==> config.mk <==
export PLATFORM = sky130hd
export DESIGN_NAME = core_top
export DESIGN_NICKNAME = d
export VERILOG_FILES = /design/src/pattern_pkg.sv /design/src/core_top.sv /design/src/i2s_silence.sv /design/src/reg_bus.sv /design/src/status_counters.sv /design/src/video_output.sv /design/src/video_timing.sv
export SDC_FILE = /design/constraint.sdc
export NUM_CORES = 1
export LEC_CHECK = 0
export ABC_AREA = 1
export BUFFER_PORTS_ARGS = -buffer_cell sky130_fd_sc_hd__buf_2
export CORE_UTILIZATION = 28
export CTS_CLUSTER_SIZE = 8
export DETAILED_ROUTE_END_ITERATION = 8
export PLACE_DENSITY = 0.53
export SYNTH_ARGS = -nofsm -noshare
export SYNTH_HDL_FRONTEND = slang
export SYNTH_SLANG_ARGS = --single-unit
==> constraint.sdc <==
create_clock -name clk_core_12288 -period 2.3 [get_ports clk_core_12288]
set_input_delay 0.46 -clock clk_core_12288 [delete_from_list [all_inputs] [get_ports clk_core_12288]]
set_output_delay 0.46 -clock clk_core_12288 [all_outputs]
set_load 0.1 [all_outputs]
==> src/pattern_pkg.sv <==
////////////////////////////////////////////////////////////
// pattern core shared definitions
// raster geometry, colour level, bus widths and encodings
////////////////////////////////////////////////////////////

package pattern_pkg;

    ////////////////////////////////////////////////////////////
    // raster geometry

    // x and y counts fit 512 lines
    parameter int COORD_W = 10;

    // 400 clocks per line, 320 visible after a 10 clock porch
    parameter int H_TOTAL  = 400;
    parameter int H_BPORCH = 10;
    parameter int H_ACTIVE = 320;

    // 512 lines per frame, 240 visible after a 10 line porch
    parameter int V_TOTAL  = 512;
    parameter int V_BPORCH = 10;
    parameter int V_ACTIVE = 240;

    // hs lands a few clocks after vs, never on the same cycle
    parameter int HS_X = 3;

    ////////////////////////////////////////////////////////////
    // pixel data

    parameter int PIXEL_W = 24;
    // per channel grey of the active area
    parameter logic [7:0] FILL_LEVEL = 8'd60;

    // frame counter width
    parameter int FRAME_W = 16;

    ////////////////////////////////////////////////////////////
    // register bus

    parameter int BUS_ADDR_W = 32;
    parameter int BUS_DATA_W = 32;

    // readable status registers
    typedef enum logic [BUS_ADDR_W-1:0] {
        REG_BLINK       = 32'h0010_0000,
        REG_FRAME_COUNT = 32'h0010_0004
    } reg_addr_e;

    // slave handshake states
    typedef enum logic {
        bus_idle = 1'b0,
        bus_ack  = 1'b1
    } bus_state_e;

endpackage

==> src/core_top.sv <==
////////////////////////////////////////////////////////////
// test pattern core top level
// raster timing, grey fill video, status registers on
// wishbone and a silent i2s stream
////////////////////////////////////////////////////////////

`timescale 1ns/100ps

module core_top #(
    parameter int BLINK_BIT = 24
) (
    input  logic                              clk_core_12288,
    input  logic                              reset_n,

    // register bus
    input  logic                              wb_cyc,
    input  logic                              wb_stb,
    input  logic                              wb_we,
    input  logic [pattern_pkg::BUS_ADDR_W-1:0] wb_adr,
    input  logic [pattern_pkg::BUS_DATA_W-1:0] wb_dat_w,
    output logic [pattern_pkg::BUS_DATA_W-1:0] wb_dat_r,
    output logic                              wb_ack,

    // video to scaler
    output logic [pattern_pkg::PIXEL_W-1:0]    video_rgb,
    output logic                              video_de,
    output logic                              video_vs,
    output logic                              video_hs,

    // audio
    output logic                              audio_mclk,
    output logic                              audio_sclk,
    output logic                              audio_lrck,
    output logic                              audio_dac
);

    ////////////////////////////////////////////////////////////
    // raster

    logic [pattern_pkg::COORD_W-1:0] x_count;
    logic [pattern_pkg::COORD_W-1:0] y_count;
    logic                           frame_start;

    video_timing u_video_timing (
        .clk_core_12288 (clk_core_12288),
        .reset_n        (reset_n),
        .x_count        (x_count),
        .y_count        (y_count),
        .frame_start    (frame_start)
    );

    // one clock from raster position to pins
    video_output u_video_output (
        .clk_core_12288 (clk_core_12288),
        .reset_n        (reset_n),
        .x_count        (x_count),
        .y_count        (y_count),
        .frame_start    (frame_start),
        .video_rgb      (video_rgb),
        .video_de       (video_de),
        .video_vs       (video_vs),
        .video_hs       (video_hs)
    );

    ////////////////////////////////////////////////////////////
    // status and registers

    logic [pattern_pkg::FRAME_W-1:0] frame_count;
    logic                           blink_flag;

    status_counters #(
        .BLINK_BIT (BLINK_BIT)
    ) u_status_counters (
        .clk_core_12288 (clk_core_12288),
        .reset_n        (reset_n),
        .frame_start    (frame_start),
        .frame_count    (frame_count),
        .blink_flag     (blink_flag)
    );

    reg_bus u_reg_bus (
        .clk_core_12288 (clk_core_12288),
        .reset_n        (reset_n),
        .wb_cyc         (wb_cyc),
        .wb_stb         (wb_stb),
        .wb_we          (wb_we),
        .wb_adr         (wb_adr),
        .wb_dat_w       (wb_dat_w),
        .wb_dat_r       (wb_dat_r),
        .wb_ack         (wb_ack),
        .frame_count    (frame_count),
        .blink_flag     (blink_flag)
    );

    ////////////////////////////////////////////////////////////
    // audio

    // mclk is the core clock itself
    assign audio_mclk = clk_core_12288;

    i2s_silence u_i2s_silence (
        .clk_core_12288 (clk_core_12288),
        .reset_n        (reset_n),
        .i2s_sclk       (audio_sclk),
        .i2s_lrck       (audio_lrck),
        .i2s_dac        (audio_dac)
    );

endmodule

==> src/i2s_silence.sv <==
////////////////////////////////////////////////////////////
// silent i2s transmitter
// bit clock at core clock / 4, 32 bits per word select half
////////////////////////////////////////////////////////////

`timescale 1ns/100ps

module i2s_silence (
    input  logic clk_core_12288,
    input  logic reset_n,
    output logic i2s_sclk,
    output logic i2s_lrck,
    output logic i2s_dac
);

    logic [1:0] sclk_div;
    logic [4:0] bit_count;
    // sclk drops on the next edge
    logic       sclk_fall;

    // bit clock divider
    always_ff @(posedge clk_core_12288 or negedge reset_n) begin
        if (!reset_n) begin
            sclk_div <= '0;
        end else begin
            sclk_div <= sclk_div + 1'b1;
        end
    end

    assign i2s_sclk = sclk_div[1];

    // top bit goes 1 -> 0 when the divider rolls over
    assign sclk_fall = (sclk_div == 2'b11);

    // word select, one channel per 32 bit clocks
    always_ff @(posedge clk_core_12288 or negedge reset_n) begin
        if (!reset_n) begin
            bit_count <= '0;
            i2s_lrck  <= 1'b0;
        end else if (sclk_fall) begin
            bit_count <= bit_count + 1'b1;
            // switch channels
            if (bit_count == 5'd31) begin
                i2s_lrck <= ~i2s_lrck;
            end
        end
    end

    // no samples, data line parked low
    assign i2s_dac = 1'b0;

endmodule

==> src/reg_bus.sv <==
////////////////////////////////////////////////////////////
// wishbone classic register slave
// single cycle ack, read mux over the status registers
////////////////////////////////////////////////////////////

`timescale 1ns/100ps

module reg_bus (
    input  logic                              clk_core_12288,
    input  logic                              reset_n,
    input  logic                              wb_cyc,
    input  logic                              wb_stb,
    input  logic                              wb_we,
    input  logic [pattern_pkg::BUS_ADDR_W-1:0] wb_adr,
    input  logic [pattern_pkg::BUS_DATA_W-1:0] wb_dat_w,
    output logic [pattern_pkg::BUS_DATA_W-1:0] wb_dat_r,
    output logic                              wb_ack,
    input  logic [pattern_pkg::FRAME_W-1:0]    frame_count,
    input  logic                              blink_flag
);

    pattern_pkg::bus_state_e state;

    logic                              req;
    logic [pattern_pkg::BUS_DATA_W-1:0] rd_mux;

    assign req = wb_cyc && wb_stb;

    ////////////////////////////////////////////////////////////
    // read mux

    // unmapped addresses read back as zero
    always_comb begin
        case (wb_adr)
            pattern_pkg::REG_BLINK: begin
                rd_mux = {{(pattern_pkg::BUS_DATA_W-1){1'b0}}, blink_flag};
            end
            pattern_pkg::REG_FRAME_COUNT: begin
                rd_mux = {{(pattern_pkg::BUS_DATA_W-pattern_pkg::FRAME_W){1'b0}},
                          frame_count};
            end
            default: begin
                rd_mux = '0;
            end
        endcase
    end

    ////////////////////////////////////////////////////////////
    // handshake FSM

    // idle -> ack on a request, ack -> idle unconditionally
    always_ff @(posedge clk_core_12288 or negedge reset_n) begin
        if (!reset_n) begin
            state <= pattern_pkg::bus_idle;
        end else begin
            case (state)
                pattern_pkg::bus_idle: if (req) state <= pattern_pkg::bus_ack;
                default:               state <= pattern_pkg::bus_idle;
            endcase
        end
    end

    assign wb_ack = (state == pattern_pkg::bus_ack);

    // read data captured on the edge that raises ack
    // write data goes nowhere, writes read back zero
    always_ff @(posedge clk_core_12288) begin
        if (state == pattern_pkg::bus_idle && req) begin
            wb_dat_r <= wb_we ? '0 : rd_mux;
        end
    end

endmodule

==> src/status_counters.sv <==
////////////////////////////////////////////////////////////
// status counters
// frame count and free running blink flag
////////////////////////////////////////////////////////////

`timescale 1ns/100ps

module status_counters #(
    parameter int BLINK_BIT = 24
) (
    input  logic                           clk_core_12288,
    input  logic                           reset_n,
    input  logic                           frame_start,
    output logic [pattern_pkg::FRAME_W-1:0] frame_count,
    output logic                           blink_flag
);

    // free running divider for the blink flag
    logic [31:0] blink_count;

    // counts on the edge that raises vs
    // so it equals the number of vs pulses so far
    always_ff @(posedge clk_core_12288 or negedge reset_n) begin
        if (!reset_n) begin
            frame_count <= '0;
        end else if (frame_start) begin
            frame_count <= frame_count + 1'b1;
        end
    end

    // counter steps every clock
    // flag takes the chosen bit one clock later
    always_ff @(posedge clk_core_12288 or negedge reset_n) begin
        if (!reset_n) begin
            blink_count <= '0;
            blink_flag  <= 1'b0;
        end else begin
            blink_count <= blink_count + 1'b1;
            blink_flag  <= blink_count[BLINK_BIT];
        end
    end

endmodule

==> src/video_output.sv <==
////////////////////////////////////////////////////////////
// video output stage
// registered sync pulses, data enable and grey fill
////////////////////////////////////////////////////////////

`timescale 1ns/100ps

module video_output (
    input  logic                           clk_core_12288,
    input  logic                           reset_n,
    input  logic [pattern_pkg::COORD_W-1:0] x_count,
    input  logic [pattern_pkg::COORD_W-1:0] y_count,
    input  logic                           frame_start,
    output logic [pattern_pkg::PIXEL_W-1:0] video_rgb,
    output logic                           video_de,
    output logic                           video_vs,
    output logic                           video_hs
);

    // active window bounds, end values exclusive
    localparam int X_FIRST = pattern_pkg::H_BPORCH;
    localparam int X_END   = pattern_pkg::H_BPORCH + pattern_pkg::H_ACTIVE;
    localparam int Y_FIRST = pattern_pkg::V_BPORCH;
    localparam int Y_END   = pattern_pkg::V_BPORCH + pattern_pkg::V_ACTIVE;

    // same level on r, g and b
    localparam logic [pattern_pkg::PIXEL_W-1:0] FILL_RGB = {
        pattern_pkg::FILL_LEVEL,
        pattern_pkg::FILL_LEVEL,
        pattern_pkg::FILL_LEVEL
    };

    localparam logic [pattern_pkg::COORD_W-1:0] HS_POS =
        pattern_pkg::COORD_W'(pattern_pkg::HS_X);

    logic x_active;
    logic y_active;
    logic active;

    ////////////////////////////////////////////////////////////
    // window decode

    assign x_active = (x_count >= X_FIRST) && (x_count < X_END);
    assign y_active = (y_count >= Y_FIRST) && (y_count < Y_END);
    assign active   = x_active && y_active;

    ////////////////////////////////////////////////////////////
    // output registers

    // everything lags the raster position by one clock
    always_ff @(posedge clk_core_12288 or negedge reset_n) begin
        if (!reset_n) begin
            video_vs  <= 1'b0;
            video_hs  <= 1'b0;
            video_de  <= 1'b0;
            video_rgb <= '0;
        end else begin
            // new frame, single cycle
            video_vs  <= frame_start;
            // new line, in the back porch
            video_hs  <= (x_count == HS_POS);
            video_de  <= active;
            // black outside the window
            video_rgb <= active ? FILL_RGB : '0;
        end
    end

endmodule

==> src/video_timing.sv <==
////////////////////////////////////////////////////////////
// raster timing generator
// free running x/y counters over the full 400 x 512 raster
// and the shared frame start event
////////////////////////////////////////////////////////////

`timescale 1ns/100ps

module video_timing (
    input  logic                           clk_core_12288,
    input  logic                           reset_n,
    output logic [pattern_pkg::COORD_W-1:0] x_count,
    output logic [pattern_pkg::COORD_W-1:0] y_count,
    output logic                           frame_start
);

    // last position of a line and of a frame
    localparam logic [pattern_pkg::COORD_W-1:0] X_LAST =
        pattern_pkg::COORD_W'(pattern_pkg::H_TOTAL - 1);
    localparam logic [pattern_pkg::COORD_W-1:0] Y_LAST =
        pattern_pkg::COORD_W'(pattern_pkg::V_TOTAL - 1);

    // line wrap strobe
    logic x_wrap;

    assign x_wrap = (x_count == X_LAST);

    ////////////////////////////////////////////////////////////
    // horizontal counter

    // one step per clock, back to 0 after the last clock of a line
    always_ff @(posedge clk_core_12288 or negedge reset_n) begin
        if (!reset_n) begin
            x_count <= '0;
        end else if (x_wrap) begin
            x_count <= '0;
        end else begin
            x_count <= x_count + 1'b1;
        end
    end

    ////////////////////////////////////////////////////////////
    // vertical counter

    // steps only when the line wraps
    always_ff @(posedge clk_core_12288 or negedge reset_n) begin
        if (!reset_n) begin
            y_count <= '0;
        end else if (x_wrap) begin
            if (y_count == Y_LAST) begin
                y_count <= '0;
            end else begin
                y_count <= y_count + 1'b1;
            end
        end
    end

    // top left corner of the raster
    // shared by the sync logic and the frame counter
    assign frame_start = (x_count == '0) && (y_count == '0);

endmodule

# == After elaboration in Yosys (flattened, before gate mapping) ==
# Index checks and enable logic that the tools add are counted.
# word_totals
output_inout_bits,64
inputBits,69
word_cells,48
ff_bits,137
mem_bits_rw,0
mem_count,0
latchBits,0
mem_bits_ro,0
# classes
n_shift,0
magnitude_cmp,4
n_addsub,6
n_div,0
eq_ne,7
multipliers,0
n_bitwise,2
n_reduce_logical,9
mux,6
# ops
cell,count
$eq 32x21->1 const B,2
$add 32x1->32 const B,1
$pmux 16 s2,1
$mux 22,1
$add 10x1->10 const B,2
$eq 10x9->1 const B,2
$ge 10x4->1 const B,2
$logic_not 10->1,2
$mux 10,2
$add 16x1->16 const B,1
$eq 10x2->1 const B,1
$lt 10x8->1 const B,1
$lt 10x9->1 const B,1
$logic_and 1x1->1,6
$add 5x1->5 const B,1
$eq 5x5->1 const B,1
$add 2x1->2 const B,1
$eq 2x2->1 const B,1
$mux 1,2
$not 1->1,2
$reduce_and 2->1,1

# == Depth between registers and ports, before layout ==
# Gate-level depths: netlist (run 1).
# logic_depth
word_depth,4
depth_mapped,9
mapped_depth_nobuf,9

# == By module ==
# Synthesis (run 1) repeated with hierarchy kept, for this count alone.
# hier_totals
hier_cells,619
area_unflattened_um2,5099.9
# modules_own_cells
mod,area_each_um2,seq_area_each_um2,cells_per_inst,instances
status_counters,2155.8,1051.0,268,1
video_timing,1108.6,500.5,141,1
reg_bus,1043.5,505.5,109,1
video_output,411.6,75.1,65,1
i2s_silence,372.9,200.2,35,1
core_top,7.5,0.0,1,1

==> results.yml, run 1 <==
status:
  outcome: "complete, but fails checks"
  failed_checks: "design-rule violations"
hold_path:
  worstHoldStart: "u_status_counters.blink_count[24]"
  hold_class: "reg2reg"
clocking:
  insertion_delay_ns: 0.46
  ctsHoldBuffers: 1
  cts_setup_buffers: 0
  cts_tree: "built"
  cts_resized: 0
  path_clk_slew_ns: 0.06
critical_path:
  cp.required_ns: 1.84
  crit_slowest_cell: "buf_2"
  reg2reg_from: "u_video_timing.y_count[0]"
  worstPathArrival_ns: 1.68
  slowest_delay_ns: 0.28
  crit_fanout: 2
  worst_path_most_repeated_cell: "clkbuf_16"
  crit_start: "clk_core_12288"
  setup.worst_path.end_class: "primary output"
  crit_type: "clk2out"
  crit_family: "buffers and inverters"
  setup.worst_path.start_class: "clock port"
  crit_path_cell_trace: "clkbuf_16, clkbuf_16, buf_2"
  path_buf_inv: 3
power_and_ir_drop:
  p_sw_mw: 1.110
  power.share.clock_pct: 47.2
  ir_drop_v: 0.0008249
  swShare_pct: 29.67
  leakage_nw: 2.767
  powerDensity_mw_per_mm2: 658.3
  p_seq_share_pct: 43.5
  power_frac_comb_pct: 9.3
  p_int_mw: 2.631
  total_power_mw: 3.741
layout:
  final_layout_size_suffix_gt1_share_pct: 17.20
  n_antenna_cell: 0
  finalNonFillerCells: 882
  nNetsFinal: 731
  syn_to_final_growth_pct: 15.57
  layout_commonest_cell: "nand2_1"
  multi_input_area_mm2: 0.002044
  regArea_mm2: 0.002332
  final_cell_mix: "nand2_1 (144), dfrtp_1 (74), inv_1 (71)"
  design_area_mm2: 0.005683
  n_fill_cell: 1780
  final_util_pct: 32.97
place:
  dp.final_hpwl_um: 6347
  port_buffers: 71
  gp_congestion: 0.7882
  placed_area_mm2: 0.005328
  placed_cells_incl_taps: 862
global_route:
  grtUsageTotal_pct: 10.85
  antenna_found_initial: 0
  grt_pass1_wl_um: 15410
  grt_max_degree: 43
  grt_pass1_vias: 3355
  overflow: 0
logic_synthesis:
  ys_ff_latch: 90
  synth_cells: 585
  netlist.area_leader.share_pct: 37.66
  ys_top_cells_by_area: "dfrtp_1 (38%), nand2_1 (11%), edfxtp_1 (9.8%), buf_4 (6.7%), xor2_1 (5.7%)"
  synth_top_family_by_area: "simple AND/OR/NAND/NOR gates"
  ys_types: 35
  synthArstFlopShare_pct: 82.22
  synth_ff_type: "dfrtp_1"
  synthMuxAreaShare_pct: 0
  syn_area_mm2: 0.004917
  ys.warnings.count: 0
  synth_edf_count: 16
  synthSimpleGateAreaFrac_pct: 27.20
  seq_area_frac_synth_pct: 47.43
  synth-adder-area-share_pct: 2.545
  synth.avg_cell_area_um2: 8.405
  synth_compound_area_share_pct: 2.494
  synth_area_leader_cell: "dfrtp_1"
  synthXorXnorAreaFrac_pct: 7.125
routing:
  drc_errors: 1
  ant_nets: 0
  post_drt_wl_per_cell_um: 10.03
  via_count: 3540
  drtIter0Drc: 182
  viasPerCell: 4.014
  dr.pass1.iters: 6
  routed_wl_um: 8845
sta:
  finalSetupViolCount: 0
  fin_setup_tns_ns: 0
  skew_ns: 0.006174
  drv_slew: 0
  rsz0062_at_grt: "no"
  hold_viol: 0
floorplanning:
  initial_core_util_pct: 28.53
  fp.coreArea_mm2: 0.01724
  fp.dieW_um: 134.5
  ios: 133
  dieArea_mm2: 0.01810
  fp.dieH_um: 134.5
  rows: 48
run:
  maxCapViolCount: 0
synth_stat cells, types with 2 or more instances:
master and instances:
a21oi_1 4, and2_1 2, and3_1 2, buf_4 44, buf_6 2, clkbuf_1 3
dfrtp_1 74, edfxtp_1 16, ha_1 10, inv_1 71, nand2_1 144, nand2_2 6
nand3_1 25, nand3_2 2, nand3b_1 4, nand4_1 11, nor2_1 63, nor2_2 3
nor2_4 5, nor3_1 24, o21ai_0 15, o21ai_1 4, xnor2_1 8, xor2_1 32
routing by layer:
layer / routed length (um) / vias up / track usage, %
met2: 3985 / 58 / 17.10
met4: 163 / 0 / 4.806
li1: - / 1886 / -
met3: 376 / 13 / 3.378
met1: 4321 / 1583 / 13.64
met5: 0 / - / 0
layout make-up:
cell class	count	area share, %
Clock buffer	14	5.438
Clock inverter	6	0.7266
Timing Repair Buffer	74	7.001
Inverter	73	4.866
Tap cell	225	4.954
Multi-Input combinational cell	400	35.98
Sequential cell	90	41.04
flip-flops by register name, summed over array words and instances (netlist names), 2 cells and up:
name                           flops
u_video_timing.y_count            10
u_status_counters.frame_count     16
u_reg_bus.wb_dat_r                16
u_i2s_silence.sclk_div             2
u_video_timing.x_count            10
u_i2s_silence.bit_count            5
u_status_counters.blink_count     25
cell families after synthesis:
group                    Yosys count
XOR/XNOR                          40
buffers and inverters            123
flip-flops                        90
other                              1
AND/OR/NAND/NOR                  297
adder cells (fa/ha/maj)           10
AO/OA/AOI/OAI                     24
stage by stage:
stage	setup WS (ns)	hold slack, ns
global placement	0.4201	0.3917
CTS	0.1588	0.4040
detailed placement	0.4201	0.3936
finish	0.1640	0.4004
floorplan	0.2948	0.1644
global route	0.1568	0.4129
power by group through the flow:
stage	Combinational, mW	Clock, mW	Sequential [mW]
after CTS	0.351	1.83	1.63
after global placement	0.349	0.153	1.66
final	0.347	1.77	1.63
after detailed placement	0.350	0.153	1.66
after floorplan	0.265	0.164	1.71
after global routing	0.368	1.89	1.63
final timing paths:
path                                                     end  slack [ns]  cells after the start
min in group asynchronous  u_status_counters.blink_count[11]        0.49                      2
hold reg to reg                 u_status_counters.blink_flag        0.40                      0
setup / recovery                                  audio_mclk        0.16                      3
max in group asynchronous   u_status_counters.frame_count[4]        1.21                      3
hold / removal                  u_status_counters.blink_flag        0.40                      0
setup reg to reg            u_status_counters.frame_count[8]        0.57                      8
Power figures use the tool's default switching activity.
==> run 2, diff against run 1 <==
PLACE_DENSITY = 0.54   (was 0.53)
SYNTH_HIERARCHICAL = 1   (was default)
clock period = 1.8 ns   (was 2.3 ns; I/O delays follow)
==> run 2 against run 1 <==
Against the previous run: the run ends with negative setup slack left; highest routed layer unchanged; final cell count up 9.2%; largest cell class unchanged; hold slack worse by 0.14 ns; via count up 11%; area after synthesis is 3.7% higher.
==> results.yml, run 2 <==
place:
  place_ws_ns: -0.09985
  dp.final_hpwl_um: 7109
  gp_congestion: 0.8139
  placed_area_mm2: 0.005794
  placed_cells_incl_taps: 931
  port_buffers: 71
logic_synthesis:
  synthArstFlopShare_pct: 82.22
  synth.avg_cell_area_um2: 8.239
  netlist.area_leader.share_pct: 36.31
  syn_area_mm2: 0.005100
  synthMostInstantiatedCell: "nand2_1"
  synth_area_leader_cell: "dfrtp_1"
  synth_cells: 619
  ys.warnings.count: 6
  synth_common_cells: "nand2_1 (145), nor2_1 (90), inv_1 (79), dfrtp_1 (74), buf_4 (43)"
  seq_area_frac_synth_pct: 45.73
  ys_types: 37
  synth_ff_type: "dfrtp_1"
  ys_ff_latch: 90
  synth_edf_count: 16
  ys_top_cells_by_area: "dfrtp_1 (36%), nand2_1 (11%), edfxtp_1 (9.4%), nor2_1 (6.6%), buf_4 (6.3%)"
critical_path:
  worstPathArrival_ns: 2.16
  setup.worst_path.start_class: "register"
  crit_slowest_cell: "dfrtp_1"
  setup.worst_path.end_class: "register"
  slowest_delay_ns: 0.39
  crit_fanout: 6
  r2r_end: "u_status_counters/frame_count[7]"
  regToRegSetupSlack_ns: -0.01
  rr_worst_depth: 9
  reg2reg_from: "u_video_timing/y_count[0]"
  cp.required_ns: 2.14
  crit_type: "reg2reg"
  crit_path_cell_trace: "inv_2, ha_4, nand3_2, nor4_2, buf_4, nand4_1, nor2_2, nand2_1, xnor2_1"
routing:
  viasPerCell: 4.092
  post_drt_wl_per_cell_um: 10.21
  drtIter0Drc: 215
  ant_nets: 0
  via_count: 3941
  routed_wl_um: 9828
  drc_errors: 0
  dr.pass1.iters: 4
floorplanning:
  fp.dieH_um: 137.0
  ios: 133
  fp.dieW_um: 137.0
  dieArea_mm2: 0.01876
  rows: 48
  fp.coreArea_mm2: 0.01754
  initial_core_util_pct: 29.08
layout:
  final_cell_mix: "nand2_1 (143), nor2_1 (83), inv_1 (75)"
  largestRegisters: "u_status_counters/blink_count x25, u_reg_bus/wb_dat_r x16, u_status_counters/frame_count x16"
  layout_commonest_cell: "nand2_1"
  n_fill_cell: 1824
  largest_reg_flops: 25
  syn_to_final_growth_pct: 25.02
  largest-register: "u_status_counters/blink_count"
  final_util_pct: 36.36
  n_antenna_cell: 0
  nNetsFinal: 811
  design_area_mm2: 0.006376
  final_layout_size_suffix_gt1_share_pct: 26.96
  finalNonFillerCells: 963
clocking:
  path_clk_slew_ns: 0.07
  cts_tree: "built"
  insertion_delay_ns: 0.46
global_route:
  grtUsageTotal_pct: 11.37
  grt-busiest-layer: "met2"
  overflow: 0
  antenna_found_initial: 0
  grt_pass1_vias: 3634
  grt_util_met3_pct: 2.704
  grt_use_met1_pct: 14.30
  grt_util_met2_pct: 17.85
  grt_pass1_wl_um: 16390
  grt_max_degree: 47
sta:
  layout_min_cycle_time_ns: 1.812
  rsz0062_at_grt: "yes"
  skew_ns: 0.005168
  max_freq_mhz: 551.9
  final.setup.worst_slack_ns: -0.01195
  timing.final.crit_share_pct: 100.7
  hold_viol: 0
  hold_slack_ns: 0.2588
  finalSetupViolCount: 1
  drv_slew: 0
  fin_setup_tns_ns: -0.01195
run:
  maxCapViolCount: 0
hold_path:
  hold_class: "in2async"
status:
  failed_checks: "negative setup slack"
  outcome: "complete, but fails checks"
power_and_ir_drop:
  total_power_mw: 5.108
  leakage_nw: 3.079
  powerDensity_mw_per_mm2: 801.1
  ir_drop_v: 0.001516
-- run 2: changes by cell type after synthesis, sizes merged, moves of 5 or more --
cell and delta:
inv +8, nand3 +5, nor2 +33, nor3 -23, nor3b +13, xor2 -11
-- run 2: worst max path at each step --
stage | start | to | cells past startpoint
global route | u_video_timing/x_count[0] | u_status_counters/frame_count[7] | 9
floorplan | u_video_timing/y_count[0] | u_status_counters/frame_count[14] | 10
CTS | u_video_timing/x_count[4] | u_status_counters/frame_count[6] | 8
detailed placement | u_video_timing/y_count[0] | u_status_counters/frame_count[14] | 10
finish | u_video_timing/y_count[0] | u_status_counters/frame_count[7] | 9
global placement | u_video_timing/y_count[0] | u_status_counters/frame_count[14] | 10
-- run 2: metal layers --
metal | vias up | share of wire [%]
li1 | 2087 | -
met1 | 1744 | 49
met2 | 100 | 45
met3 | 10 | 4.8
met4 | 0 | 1.5
met5 | - | 0
-- run 2: cell families after synthesis --
group                    count (synthesis)  synth area share [%]
AND/OR/NAND/NOR                        333                 30.74
XOR/XNOR                                33                 5.667
AO/OA/AOI/OAI                           21                 2.208
flip-flops                              90                 45.73
adder cells (fa/ha/maj)                  9                 2.208
buffers and inverters                  130                 13.22
other                                    3                0.2208
-- run 2: what timing repair did --
| action | 4_1_cts | 5_1_grt |
|---|---|---|
| pin swaps | 3 | 9 |
| setup endpoints to repair | 10 | 30 |
| endpoints found under the hold margin | 74 | 0 |
| hold buffers | 1 | 0 |
| resized for setup | 2 | 28 |
| buffers inserted | 7 | 5 |
-- run 2: cell type report --
cell class | instances | area (um2) | area share [%]
Timing Repair Buffer | 121 | 799.5 | 12.54
Clock inverter | 7 | 101.3 | 1.589
Inverter | 82 | 309.0 | 4.847
Tap cell | 225 | 281.5 | 4.415
Clock buffer | 13 | 305.3 | 4.788
Sequential cell | 90 | 2333 | 36.60
Multi-Input combinational cell | 425 | 2246 | 35.22
-- run 2: critical path: cells and delay by family, from the launching register on --
family	cells	cell delay, ns
flip-flops	1	0.39
AND/OR/NAND/NOR	5	0.77
buffers and inverters	2	0.29
XOR/XNOR	1	0.12
adder cells (fa/ha/maj)	1	0.13
-- run 2: where the power goes --
group	switching, mW	total (mW)	internal (mW)	leakage (nW)
Combinational	0.399	0.450	0.0512	1.73
Sequential	0.00229	2.08	2.08	1.15
Clock	1.05	2.58	1.53	0.199
==> run 3, diff against run 2 <==
PLACE_DENSITY = 0.59   (was 0.54)
==> run 3 against run 2 <==
Against the previous run: the flow still finishes with violations (negative setup slack); clock-buffer cell count stayed put; largest power group unchanged; sequential share of layout area up 0.52 points; worst setup slack worse by 0.065 ns; sequential power about the same; global-route usage down 0.15 points.
==> results.yml, run 3 (synthesis results as in run 2) <==
sta:
  drv_slew: 0
  max_freq_mhz: 532.7
  hold_viol: 0
  final.setup.worst_slack_ns: -0.07726
  timing.final.crit_share_pct: 104.3
  layout_min_cycle_time_ns: 1.877
  finalSetupViolCount: 7
  skew_ns: 0.009564
  hold_slack_ns: 0.3273
  rsz0062_at_grt: "yes"
floorplanning:
  initial_core_util_pct: 29.08
  rows: 48
  fp.dieH_um: 137.0
  fp.dieW_um: 137.0
  ios: 133
  dieArea_mm2: 0.01876
  fp.coreArea_mm2: 0.01754
routing:
  via_count: 3943
  ant_nets: 0
  dr.pass1.iters: 4
  drtIter0Drc: 150
  post_drt_wl_per_cell_um: 10.26
  routed_wl_um: 9778
  drc_errors: 0
  viasPerCell: 4.137
clocking:
  path_clk_slew_ns: 0.07
  insertion_delay_ns: 0.46
  cts_tree: "built"
layout:
  multi_input_area_mm2: 0.002277
  largest-register: "u_status_counters/blink_count"
  syn_to_final_growth_pct: 23.26
  n_antenna_cell: 0
  nNetsFinal: 801
  final_cell_mix: "nand2_1 (143), nor2_1 (84), inv_1 (77)"
  regArea_mm2: 0.002333
  largestRegisters: "u_status_counters/blink_count x25, u_reg_bus/wb_dat_r x16, u_status_counters/frame_count x16"
  n_fill_cell: 1826
  largest_reg_flops: 25
  layout_commonest_cell: "nand2_1"
  final_layout_size_suffix_gt1_share_pct: 25.82
critical_path:
  setup.worst_path.end_class: "register"
  slowest_delay_ns: 0.38
  crit_slowest_cell: "dfrtp_1"
  crit_fanout: 7
  worstPathArrival_ns: 2.27
  setup.worst_path.start_class: "register"
  crit_type: "reg2reg"
  crit_path_cell_trace: "inv_1, ha_2, nand3_4, nor4_4, buf_6, nand4_1, nor2_2, buf_4, xor2_1"
  cp.required_ns: 2.19
place:
  port_buffers: 71
  gp_congestion: 0.8035
  place_ws_ns: -0.1219
  dp.final_hpwl_um: 7164
run:
  maxCapViolCount: 0
global_route:
  antenna_found_initial: 0
  overflow: 0
  grt_max_degree: 33
  grtUsageTotal_pct: 11.22
  grt_pass1_vias: 3600
  grt_pass1_wl_um: 16270
power_and_ir_drop:
  leakage_nw: 3.020
  ir_drop_v: 0.001377
  powerDensity_mw_per_mm2: 783.4
status:
  failed_checks: "negative setup slack"
  outcome: "complete, but fails checks"
hold_path:
  hold_class: "in2async"
==> run 3: area by class of cell <==
| type | instances | share of cell area [%] |
|---|---|---|
| tap | 225 | 4.479 |
| multi-input combinational | 425 | 36.23 |
| clock buffer | 13 | 4.857 |
| sequential | 90 | 37.12 |
| timing repair buffer | 111 | 11.33 |
| inverter | 82 | 4.916 |
| clock inverter | 7 | 1.075 |
==> run 3: where the power goes <==
group	total (mW)	switching (mW)	internal (mW)
combinational	0.453	0.401	0.0525
clock	2.39	1.12	1.28
sequential	2.08	0.00207	2.08
total	4.92	1.52	3.41
==> run 3: worst max-delay path: cells and delay by family (launching register included) <==
kind / cells / cell delay (ns)
xor gates and xnor gates: 1 / 0.13
adders and majority gates: 1 / 0.18
buffers and inverters: 3 / 0.37
DFF: 1 / 0.38
and+or+nand+nor: 4 / 0.74
==> run 3: per-stage QoR <==
stage	cell area [um2]	instances	util [%]	power, mW	setup TNS (ns)
finish	6286	953	35.84	4.925	-0.3165
global route	6286	953	35.84	5.122	-1.931
CTS	6188	952	35.29	5.010	-0.09211
detailed placement	5782	931	32.97	2.773	-0.8180
global placement	5782	931	32.97	2.772	-0.2249
floorplan	5210	645	-	2.738	0
==> run 3: worst paths after layout <==
check	start	to	slack (ns)	cells past startpoint
max	u_video_timing/x_count[1]	u_status_counters/frame_count[5]	-0.08	9
min	reset_n	u_i2s_silence/bit_count[4]	0.33	2
max reg2reg	u_video_timing/x_count[1]	u_status_counters/frame_count[5]	-0.08	9
min reg2reg	u_status_counters/blink_count[24]	u_status_counters/blink_flag	0.41	0
max in group asynchronous	reset_n	u_status_counters/blink_count[22]	0.98	3
min in group clk_core_12288	wb_stb	u_reg_bus/wb_ack	0.35	4
==> run 3: timing repair <==
item                                    4_1_cts  5_1_grt
setup buffers                                 1        1
endpoints found under the setup margin       13       25
cloned                                        0        0
endpoints found under the hold margin        18        0
pin swaps                                     2        7
gates resized for setup                       4       28
hold buffers                                  1        0
==> run 3: routing by layer <==
layer	up-vias	wire length, um	track usage [%]
met1	1761	4698	14.10
li1	2071	-	-
met4	0	146	4.945
met2	100	4406	17.99
met3	11	525	3.000
met5	-	0	0
